## src/mania_pkg.sv

```systemverilog
// shared widths, types, phase codes and stream tags of the rhythm game core
package mania_pkg;

	typedef logic [7:0] byte_t;          // stream and song bytes
	typedef logic [7:0] sel_t;           // song selection, stream init index

	typedef logic [14:0] skin_addr_t;
	typedef logic [15:0] skin_word_t;

	typedef logic [12:0] chart_addr_t;
	typedef logic [23:0] chart_word_t;

	// four chart addresses, entry k at bits 13k and up
	typedef logic [51:0] part_table_t;

	localparam int NUM_PARTS = 4;

	// aux info tags that pick the image on the prefetch stream
	localparam byte_t TAG_SKIN = 8'h80;
	localparam byte_t TAG_CHART = 8'h00;

	// codes read as BCD on the debug display
	typedef enum logic [15:0] {
		ph_init = 16'h0000,
		ph_load_skin = 16'h0001,
		ph_w_load_skin = 16'h0002,
		ph_load_chart = 16'h0003,
		ph_w_load_chart = 16'h0004,
		ph_reset_song = 16'h0011,
		ph_scan = 16'h0013,
		ph_w_scan = 16'h0014,
		ph_play = 16'h0100
	} phase_t;

endpackage

```

## src/section_loader.sv

```systemverilog
// section loader, packs prefetch stream bytes into memory words and writes them in order
`timescale 1ns/10ps

module section_loader #(
	parameter int ADDR_W = 13,
	parameter int BYTES = 3,
	parameter mania_pkg::byte_t AUX_TAG = 8'h00
) (
	input logic CLK,
	input logic RESET_L,
	input logic start,
	input mania_pkg::sel_t song_selection,
	input mania_pkg::byte_t data_in,
	input logic data_ready,
	input logic transmit_finished,
	output logic restart,
	output mania_pkg::sel_t init_index,
	output mania_pkg::byte_t init_aux_info,
	output logic request_data,
	output logic [ADDR_W-1:0] wr_addr,
	output logic [8*BYTES-1:0] wr_data,
	output logic wr_en,
	output logic done
);
	localparam int WORD_W = 8 * BYTES;
	localparam int CNT_W = $clog2(BYTES + 1);

	typedef enum logic [1:0] {
		ld_idle,
		ld_restart,
		ld_req,    // end check, then ask for one byte
		ld_wait
	} ld_state_t;

	ld_state_t state;
	logic [CNT_W-1:0] byte_cnt;  // bytes already in the word
	logic [WORD_W-1:0] shift_q;
	logic last_byte;

	assign init_index = song_selection;
	assign init_aux_info = AUX_TAG;
	assign restart = (state == ld_restart);
	assign request_data = (state == ld_req) && !transmit_finished;
	assign done = (state == ld_req) && transmit_finished && (byte_cnt == '0);
	assign last_byte = (byte_cnt == CNT_W'(BYTES - 1));
	assign wr_data = shift_q;

	always_ff @(posedge CLK) begin
		if (!RESET_L) begin
			state <= ld_idle;
			byte_cnt <= '0;
			wr_addr <= '0;
			wr_en <= 1'b0;
		end else begin
			wr_en <= 1'b0;
			if (wr_en)
				wr_addr <= wr_addr + 1'b1;
			case (state)
				ld_idle: begin
					if (start) begin
						state <= ld_restart;
						byte_cnt <= '0;
						wr_addr <= '0;
					end
				end
				ld_restart: state <= ld_req;
				ld_req: begin
					if (!transmit_finished)
						state <= ld_wait;
					else if (byte_cnt == '0)
						state <= ld_idle;
					// a truncated word keeps the loader parked here
				end
				ld_wait: begin
					if (data_ready) begin
						state <= ld_req;
						if (last_byte) begin
							byte_cnt <= '0;
							wr_en <= 1'b1;  // word complete
						end else begin
							byte_cnt <= byte_cnt + 1'b1;
						end
					end
				end
				default: state <= ld_idle;
			endcase
		end
	end

	// first byte ends up in the low byte
	always_ff @(posedge CLK) begin
		if (state == ld_wait && data_ready)
			shift_q <= (shift_q >> 8) | (WORD_W'(data_in) << (WORD_W - 8));
	end

endmodule

```

## src/part_table_scanner.sv

```systemverilog
// chart part table scanner, reads the four part headers and builds the size and base tables
`timescale 1ns/10ps

module part_table_scanner (
	input logic CLK,
	input logic RESET_L,
	input logic start,
	input mania_pkg::chart_word_t rd_data,
	output mania_pkg::chart_addr_t rd_addr,
	output logic rd_en,
	output mania_pkg::part_table_t part_size,
	output mania_pkg::part_table_t part_base,
	output logic done
);
	import mania_pkg::*;

	localparam int PART_W = $clog2(NUM_PARTS);
	localparam int AW = $bits(chart_addr_t);

	logic active;
	logic [1:0] step;            // 0 address out .. 3 sample
	logic [PART_W-1:0] part;
	chart_addr_t hdr_size;
	logic sample;
	logic last_part;

	assign hdr_size = rd_data[AW-1:0];  // upper bits of the header unused
	assign sample = active && (step == 2'd3);
	assign last_part = (part == PART_W'(NUM_PARTS - 1));

	always_ff @(posedge CLK) begin
		if (!RESET_L) begin
			active <= 1'b0;
			step <= '0;
			part <= '0;
			rd_addr <= '0;
			rd_en <= 1'b0;
			part_size <= '0;
			part_base <= '0;
			done <= 1'b0;
		end else begin
			done <= sample && last_part;
			if (start && !active) begin
				active <= 1'b1;
				step <= '0;
				part <= '0;
				rd_addr <= '0;  // header 0
				rd_en <= 1'b1;
			end else if (active) begin
				step <= step + 1'b1;
				if (sample) begin
					part_size[AW*part +: AW] <= hdr_size;
					part_base[AW*part +: AW] <= rd_addr + 1'b1;
					// next header sits right behind this part's body
					rd_addr <= rd_addr + hdr_size + 1'b1;
					part <= part + 1'b1;
					if (last_part) begin
						active <= 1'b0;
						rd_en <= 1'b0;
					end
				end
			end
		end
	end

endmodule

```

## src/phase_sequencer.sv

```systemverilog
// boot phase sequencer, steps through loading, song restart and scan, and owns the prefetch stream
`timescale 1ns/10ps

module phase_sequencer (
	input logic CLK,
	input logic RESET_L,
	input mania_pkg::sel_t song_selection,
	input logic skin_done,
	input logic chart_done,
	input logic scan_done,
	input mania_pkg::sel_t skin_index,
	input mania_pkg::byte_t skin_aux,
	input logic skin_req,
	input logic skin_restart,
	input mania_pkg::sel_t chart_index,
	input mania_pkg::byte_t chart_aux,
	input logic chart_req,
	input logic chart_restart,
	output mania_pkg::phase_t phase,
	output logic skin_start,
	output logic chart_start,
	output logic scan_start,
	output logic play_on,
	output mania_pkg::sel_t pre_init_index,
	output mania_pkg::byte_t pre_init_aux_info,
	output logic pre_request_data,
	output logic pre_restart,
	output logic song_restart,
	output mania_pkg::sel_t song_init_index,
	output mania_pkg::byte_t song_init_aux_info
);
	import mania_pkg::*;

	phase_t next_phase;

	always_ff @(posedge CLK) begin
		if (!RESET_L)
			phase <= ph_init;
		else
			phase <= next_phase;
	end

	always_comb begin
		next_phase = phase;
		case (phase)
			ph_init: next_phase = ph_load_skin;
			ph_load_skin: next_phase = ph_w_load_skin;
			ph_w_load_skin: if (skin_done) next_phase = ph_load_chart;
			ph_load_chart: next_phase = ph_w_load_chart;
			ph_w_load_chart: if (chart_done) next_phase = ph_reset_song;
			ph_reset_song: next_phase = ph_scan;
			ph_scan: next_phase = ph_w_scan;
			ph_w_scan: if (scan_done) next_phase = ph_play;
			ph_play: next_phase = ph_play;  // runs until reset
			default: next_phase = ph_init;
		endcase
	end

	assign skin_start = (phase == ph_load_skin);
	assign chart_start = (phase == ph_load_chart);
	assign scan_start = (phase == ph_scan);
	assign play_on = (phase == ph_play);

	// song stream restarts once, plain selection with no tag
	assign song_restart = (phase == ph_reset_song);
	assign song_init_index = song_selection;
	assign song_init_aux_info = '0;

	// stream owner follows the load phase pair
	always_comb begin
		pre_init_index = '0;
		pre_init_aux_info = '0;
		pre_request_data = 1'b0;
		pre_restart = 1'b0;
		case (phase)
			ph_load_skin, ph_w_load_skin: begin
				pre_init_index = skin_index;
				pre_init_aux_info = skin_aux;
				pre_request_data = skin_req;
				pre_restart = skin_restart;
			end
			ph_load_chart, ph_w_load_chart: begin
				pre_init_index = chart_index;
				pre_init_aux_info = chart_aux;
				pre_request_data = chart_req;
				pre_restart = chart_restart;
			end
			default: ;
		endcase
	end

endmodule

```

## src/play_timer.sv

```systemverilog
// play timer, update tick, audio sample pacing after the start-up delay, audio output latch
`timescale 1ns/10ps

module play_timer #(
	parameter int UPDATE_PERIOD = 10,
	parameter int AUDIO_PERIOD = 7,
	parameter int PLAY_DELAY = 3
) (
	input logic CLK,
	input logic RESET_L,
	input logic play_on,
	input mania_pkg::byte_t song_data_in,
	input logic song_data_ready,
	output logic update_tick,
	output logic song_request_data,
	output mania_pkg::byte_t main_audio_out,
	output logic audio_en
);
	localparam int UPD_W = $clog2(UPDATE_PERIOD + 1);
	localparam int AUD_W = $clog2(AUDIO_PERIOD + 1);
	localparam int DLY_W = $clog2(PLAY_DELAY + 2);

	logic [UPD_W-1:0] update_cnt;
	logic [AUD_W-1:0] audio_cnt;
	logic [DLY_W-1:0] delay_cnt;  // wraps seen so far, saturates at PLAY_DELAY
	logic audio_wrap;

	assign update_tick = play_on && (update_cnt == UPD_W'(UPDATE_PERIOD - 1));
	assign audio_wrap = play_on && (audio_cnt == AUD_W'(AUDIO_PERIOD - 1));
	assign audio_en = play_on;

	always_ff @(posedge CLK) begin
		if (!RESET_L) begin
			update_cnt <= '0;
			audio_cnt <= '0;
		end else if (play_on) begin
			update_cnt <= update_tick ? '0 : update_cnt + 1'b1;
			audio_cnt <= audio_wrap ? '0 : audio_cnt + 1'b1;
		end
	end

	// one request per audio period once the delay has run out
	always_ff @(posedge CLK) begin
		if (!RESET_L) begin
			delay_cnt <= '0;
			song_request_data <= 1'b0;
		end else begin
			if (audio_wrap && delay_cnt < DLY_W'(PLAY_DELAY))
				delay_cnt <= delay_cnt + 1'b1;
			song_request_data <= audio_wrap && (delay_cnt == DLY_W'(PLAY_DELAY));
		end
	end

	always_ff @(posedge CLK) begin
		if (!RESET_L)
			main_audio_out <= '0;  // silent until the first sample
		else if (song_data_ready)
			main_audio_out <= song_data_in;
	end

endmodule

```

## src/game_core.sv

```systemverilog
// game core top, boot loaders, part table scan, phase sequencer and play timing
`timescale 1ns/10ps

module game_core #(
	parameter int UPDATE_PERIOD = 100000,
	parameter int AUDIO_PERIOD = 2267,
	parameter int PLAY_DELAY = 66150
) (
	input logic CLK,
	input logic RESET_L,
	input mania_pkg::sel_t song_selection,
	output mania_pkg::sel_t pre_init_index,
	output mania_pkg::byte_t pre_init_aux_info,
	output logic pre_request_data,
	output logic pre_restart,
	input mania_pkg::byte_t pre_data_in,
	input logic pre_data_ready,
	input logic pre_transmit_finished,
	output mania_pkg::sel_t song_init_index,
	output mania_pkg::byte_t song_init_aux_info,
	output logic song_request_data,
	output logic song_restart,
	input mania_pkg::byte_t song_data_in,
	input logic song_data_ready,
	output mania_pkg::skin_addr_t skin_addr,
	output mania_pkg::skin_word_t skin_data,
	output logic skin_en_w,
	output mania_pkg::chart_addr_t chart_a_addr,
	output mania_pkg::chart_word_t chart_a_data,
	output logic chart_a_en_w,
	output mania_pkg::chart_addr_t chart_b_addr,
	output logic chart_b_en,
	input mania_pkg::chart_word_t chart_b_data,
	output mania_pkg::part_table_t part_size,
	output mania_pkg::part_table_t part_base,
	output logic update_tick,
	output mania_pkg::byte_t main_audio_out,
	output logic audio_en,
	output mania_pkg::phase_t debug_state
);
	import mania_pkg::*;

	logic skin_start, chart_start, scan_start, play_on;
	logic skin_done, chart_done, scan_done;
	sel_t skin_index, chart_index;
	byte_t skin_aux, chart_aux;
	logic skin_req, skin_restart;
	logic chart_req, chart_restart;

	section_loader #(.ADDR_W(15), .BYTES(2), .AUX_TAG(TAG_SKIN)) u_skin_loader (
		.CLK(CLK), .RESET_L(RESET_L), .start(skin_start), .song_selection(song_selection),
		.data_in(pre_data_in), .data_ready(pre_data_ready),
		.transmit_finished(pre_transmit_finished), .restart(skin_restart),
		.init_index(skin_index), .init_aux_info(skin_aux), .request_data(skin_req),
		.wr_addr(skin_addr), .wr_data(skin_data), .wr_en(skin_en_w), .done(skin_done)
	);

	section_loader #(.ADDR_W(13), .BYTES(3), .AUX_TAG(TAG_CHART)) u_chart_loader (
		.CLK(CLK), .RESET_L(RESET_L), .start(chart_start), .song_selection(song_selection),
		.data_in(pre_data_in), .data_ready(pre_data_ready),
		.transmit_finished(pre_transmit_finished), .restart(chart_restart),
		.init_index(chart_index), .init_aux_info(chart_aux), .request_data(chart_req),
		.wr_addr(chart_a_addr), .wr_data(chart_a_data), .wr_en(chart_a_en_w), .done(chart_done)
	);

	part_table_scanner u_part_table_scanner (
		.CLK(CLK), .RESET_L(RESET_L), .start(scan_start), .rd_data(chart_b_data),
		.rd_addr(chart_b_addr), .rd_en(chart_b_en), .part_size(part_size),
		.part_base(part_base), .done(scan_done)
	);

	phase_sequencer u_phase_sequencer (
		.CLK(CLK), .RESET_L(RESET_L), .song_selection(song_selection),
		.skin_done(skin_done), .chart_done(chart_done), .scan_done(scan_done),
		.skin_index(skin_index), .skin_aux(skin_aux), .skin_req(skin_req),
		.skin_restart(skin_restart), .chart_index(chart_index), .chart_aux(chart_aux),
		.chart_req(chart_req), .chart_restart(chart_restart), .phase(debug_state),
		.skin_start(skin_start), .chart_start(chart_start), .scan_start(scan_start),
		.play_on(play_on), .pre_init_index(pre_init_index),
		.pre_init_aux_info(pre_init_aux_info), .pre_request_data(pre_request_data),
		.pre_restart(pre_restart), .song_restart(song_restart),
		.song_init_index(song_init_index), .song_init_aux_info(song_init_aux_info)
	);

	play_timer #(
		.UPDATE_PERIOD(UPDATE_PERIOD),
		.AUDIO_PERIOD(AUDIO_PERIOD),
		.PLAY_DELAY(PLAY_DELAY)
	) u_play_timer (
		.CLK(CLK), .RESET_L(RESET_L), .play_on(play_on), .song_data_in(song_data_in),
		.song_data_ready(song_data_ready), .update_tick(update_tick),
		.song_request_data(song_request_data), .main_audio_out(main_audio_out),
		.audio_en(audio_en)
	);

endmodule

```

## config.mk

```make
export PLATFORM = sky130hd
export DESIGN_NAME = game_core
export DESIGN_NICKNAME = d
export VERILOG_FILES = /design/src/mania_pkg.sv /design/src/section_loader.sv /design/src/part_table_scanner.sv /design/src/phase_sequencer.sv /design/src/play_timer.sv /design/src/game_core.sv
export SDC_FILE = /design/constraint.sdc
export NUM_CORES = 1
export LEC_CHECK = 0
export BUFFER_PORTS_ARGS = -buffer_cell sky130_fd_sc_hd__buf_2
export CORE_MARGIN = 2
export CORE_UTILIZATION = 53
export DETAILED_ROUTE_END_ITERATION = 8
export PLACE_DENSITY = 0.8
export SKIP_CTS_REPAIR_TIMING = 1
export SYNTH_ARGS = -nofsm -noshare
export SYNTH_HDL_FRONTEND = slang
export SYNTH_SLANG_ARGS = --single-unit
```

## constraint.sdc

```tcl
create_clock -name CLK -period 3.64 [get_ports CLK]
set_input_delay 0.728 -clock CLK [delete_from_list [all_inputs] [get_ports CLK]]
set_output_delay 0.728 -clock CLK [all_outputs]
set_load 0.02 [all_outputs]
```

==> results.json <==
{
  "outcome": "finished clean",
  "ir_worst_vdd_v": 0.000357,
  "slowest_stage": "or4_1",
  "yosysTopAreaCell": "dfxtp_1",
  "cts_tree": "done",
  "die_w_um": 149,
  "die-area_um2": 22200,
  "p_per_area_nw_per_um2": 460,
  "path_clk_slew_ns": 0.07,
  "ant_nets": 0,
  "hp-class": "input pin to flop",
  "crit_path_end_kind": "primary output",
  "worst-path-buf-inv": 3,
  "path_cells": "nor2_1 -> nand3_2 -> inv_2 -> nand3_1 -> or4_1 -> inv_1 -> buf_2",
  "finalClockSkew_ns": 0.0197,
  "clock-sinks": 262,
  "cts_made_buffers": 28,
  "drt_pass1_iterations": 6,
  "swShare_pct": 22.8,
  "slew_headroom_pct": 48.8,
  "critPathArrivalTime_ns": 2.69,
  "die_y_um": 149,
  "vias": 9019,
  "r2r-end": "u_play_timer.delay_cnt[9]",
  "yosysWarnings": 0,
  "cp_top_family": "simple AND/OR/NAND/NOR gates",
  "pwr-share-seq_pct": 47.6,
  "synth_cell_type_count": 53,
  "timing.rr.start": "u_play_timer.audio_cnt[0]",
  "crit_start": "u_phase_sequencer.phase[0]",
  "layout-drive-gt1-share_pct": 24.0,
  "initial_utilization_pct": 53.5,
  "p_clk_share_pct": 46.3,
  "yosysTopAreaCellShare_pct": 39.9,
  "path_class": "flop to primary output",
  "yosys-top-cells-area": "dfxtp_1 40%, edfxtp_1 11%, a22oi_1 6.5%",
  "place.gp.congestion": 0.856,
  "drcViolationCount": 0,
  "worstSkewPairLatency_ns": 0.54,
  "dr.first_iter.drc_count": 357,
  "setup_viol": 0,
  "crit_path_start_kind": "flop",
  "slew_viol_final": 0,
  "synth-async-reset-ratio_pct": 0,
  "pre_cts_ws_ns": 0.544,
  "worst_slew_pin_slew_ns": 0.766,
  "hold_path_startpoint": "pre_data_in[3]",
  "p_leak_uw": 0.00573,
  "drv_cap": 0,
  "avgSynthCellArea_um2": 9.73,
  "wl_per_cell_um": 16.1,
  "cts_max_level": 1,
  "synth_top_flop_cell": "dfxtp_1",
  "fin_crit_sh_pct": 93.9,
  "finalHoldViolCount": 0,
  "p_int_uw": 4820,
  "layout_commonest_cell": "buf_2",
  "clock.fmax_mhz": 293,
  "core-area_um2": 20800,
  "rows": 53,
  "vias_per_cell": 5.33,
  "layout_common_cells": "264 x buf_2, 222 x dfxtp_1, 115 x nor2b_1, 97 x a22oi_1, 92 x nand2_1",
  "p_switching_uw": 1430,
  "rsz0062_at_grt": "false",
  "antenna_found_initial": 0,
  "ioPinCount": 303,
  "required_ns": 2.91,
  "cts_root_buffer": "clkbuf_16",
  "ys_seq_area_share_pct": 50.7,
  "cp.depth": 7,
  "hpwlAfterDp_um": 18500,
  "setup_ws_ns": 0.223,
  "area_growth_pct": 21.8,
  "final_nets": 1478,
  "fin_setup_tns_ns": 0,
  "p_comb_share_pct": 6.2,
  "cp_slowest_stage_delay_ns": 0.63,
  "crit_fanout": 11,
  "clockBufferDepth": 3,
  "ys_seq_elements": 262,
  "synth_area_um2": 11100,
  "grt_pass1_wl_um": 43100,
  "port_buffers": 265,
  "grt_max_degree": 65,
  "globalRouteOverflowTotal": 0,
  "reg2regPathDepth": 9,
  "drt_wl_total_um": 27300,
  "syn-instance-count": 1145,
  "r2r_setup_slack_ns": 0.56,
  "grt_pass1_vias": 8520,
  "cp-endpoint": "update_tick",
  "antenna_cells": 0,
  "hold_ws_ns": 0.390,
  "track_usage_pct": 23.6,
  "synth_edf_count": 40,
  "total_power_uw": 6250,
  "finalCriticalPeriod_ns": 3.42
}
-- logic make-up (layout without fill, tap and decap cells) --
kind of cell / Yosys count / count (layout) / share of synthesized area, %
flip-flops: 262 / 262 / 50.7
adder cells (fa/ha/maj): 28 / 28 / 3.21
multiplexers: 15 / 15 / 1.36
other: 1 / 26 / 0.0337
AND/OR/NAND/NOR: 460 / 460 / 21.9
buffers and inverters: 106 / 354 / 4.74
XOR/XNOR: 79 / 79 / 6.21
AO/OA/AOI/OAI: 194 / 194 / 11.9
-- synthesized netlist by cell type (all sizes together) (2+ instances only) --
cell type,instances
dfxtp,222
nand2b,10
nand4,16
edfxtp,40
a211o,2
nor4b,5
ha,27
nor4,4
a21boi,9
or4,6
nor3b,4
and2,37
nor2b,115
nor2,79
or2,2
and4,5
clkbuf,49
a211oi,5
o21a,3
o22ai,2
xor2,45
nand2,92
a22oi,97
and3,25
xnor2,34
o21ai,30
a21oi,29
nand3,32
buf,37
inv,20
or3,14
nor3,12
mux2i,14
a31oi,5
a21o,6
-- power groups by stage --
stage | Clock (uW) | Sequential (uW) | Combinational (uW)
after global routing | 3050 | 2970 | 417
after detailed placement | 0 | 3030 | 383
after floorplan | 0 | 3040 | 272
after global placement | 0 | 3030 | 378
final | 2890 | 2970 | 385
after CTS | 2940 | 2970 | 385
-- per-layer routing --
metal	wire length, um	global-route usage, %
met5	0	0
met3	2160	5.78
met2	13300	41.2
met1	11200	29.1
met4	631	6.29
-- worst min path at each step --
stage / slack [ns] / to / cells past startpoint
6_report: 0.39 / u_skin_loader.wr_data[11] / 1
5_1_grt: 0.37 / u_chart_loader.wr_data[19] / 1
4_1_cts: 0.37 / u_skin_loader.wr_data[11] / 1
3_5_place_dp: 0.43 / u_skin_loader.wr_data[6] / 0
3_3_place_gp: 0.42 / u_chart_loader.wr_data[13] / 0
2_1_floorplan: 0.41 / u_skin_loader.wr_en / 1
-- final cells by class --
type	instances	area [um2]
Clock inverter	11	116
Clock buffer	40	837
Sequential cell	262	5650
Inverter	20	75.1
Fill cell	1651	7250
Timing Repair Buffer	283	1460
Tap cell	275	344
Multi-Input combinational cell	802	5090
-- state kept, by name, summed over array words and instances (netlist names), 2 cells and up --
signal and cells:
u_part_table_scanner.rd_addr 13, u_part_table_scanner.part_size 52, u_chart_loader.wr_addr 13, u_play_timer.audio_cnt 12
u_chart_loader.wr_data 24, u_part_table_scanner.part_base 52, u_part_table_scanner.step 2, u_chart_loader.state 2
u_part_table_scanner.part 2, u_skin_loader.byte_cnt 2, u_play_timer.update_cnt 17, u_phase_sequencer.phase 5
u_play_timer.delay_cnt 17, u_skin_loader.wr_data 16, u_play_timer.main_audio_out 8, u_chart_loader.byte_cnt 2
u_skin_loader.state 2, u_skin_loader.wr_addr 15
-- per-stage QoR --
step	utilization, %	area (um2)	instances
final	65.2	13600	1693
after global routing	65.2	13600	1693
after CTS	65.2	13600	1693
after detailed placement	60.6	12600	1642
after global placement	60.6	12600	1642
after floorplan	-	11200	1170
-- worst reg2reg max path, stage by stage, from the launching register on --
cell and delay, ns:
dfxtp_1 0.33, inv_1 0.08, ha_1 0.14, or4b_1 0.43
or4_1 0.48, or4_1 0.63, a21oi_4 0.18, nand3_2 0.13
or4_1 0.48, a21boi_1 0.14
Power figures use the tool's default switching activity.
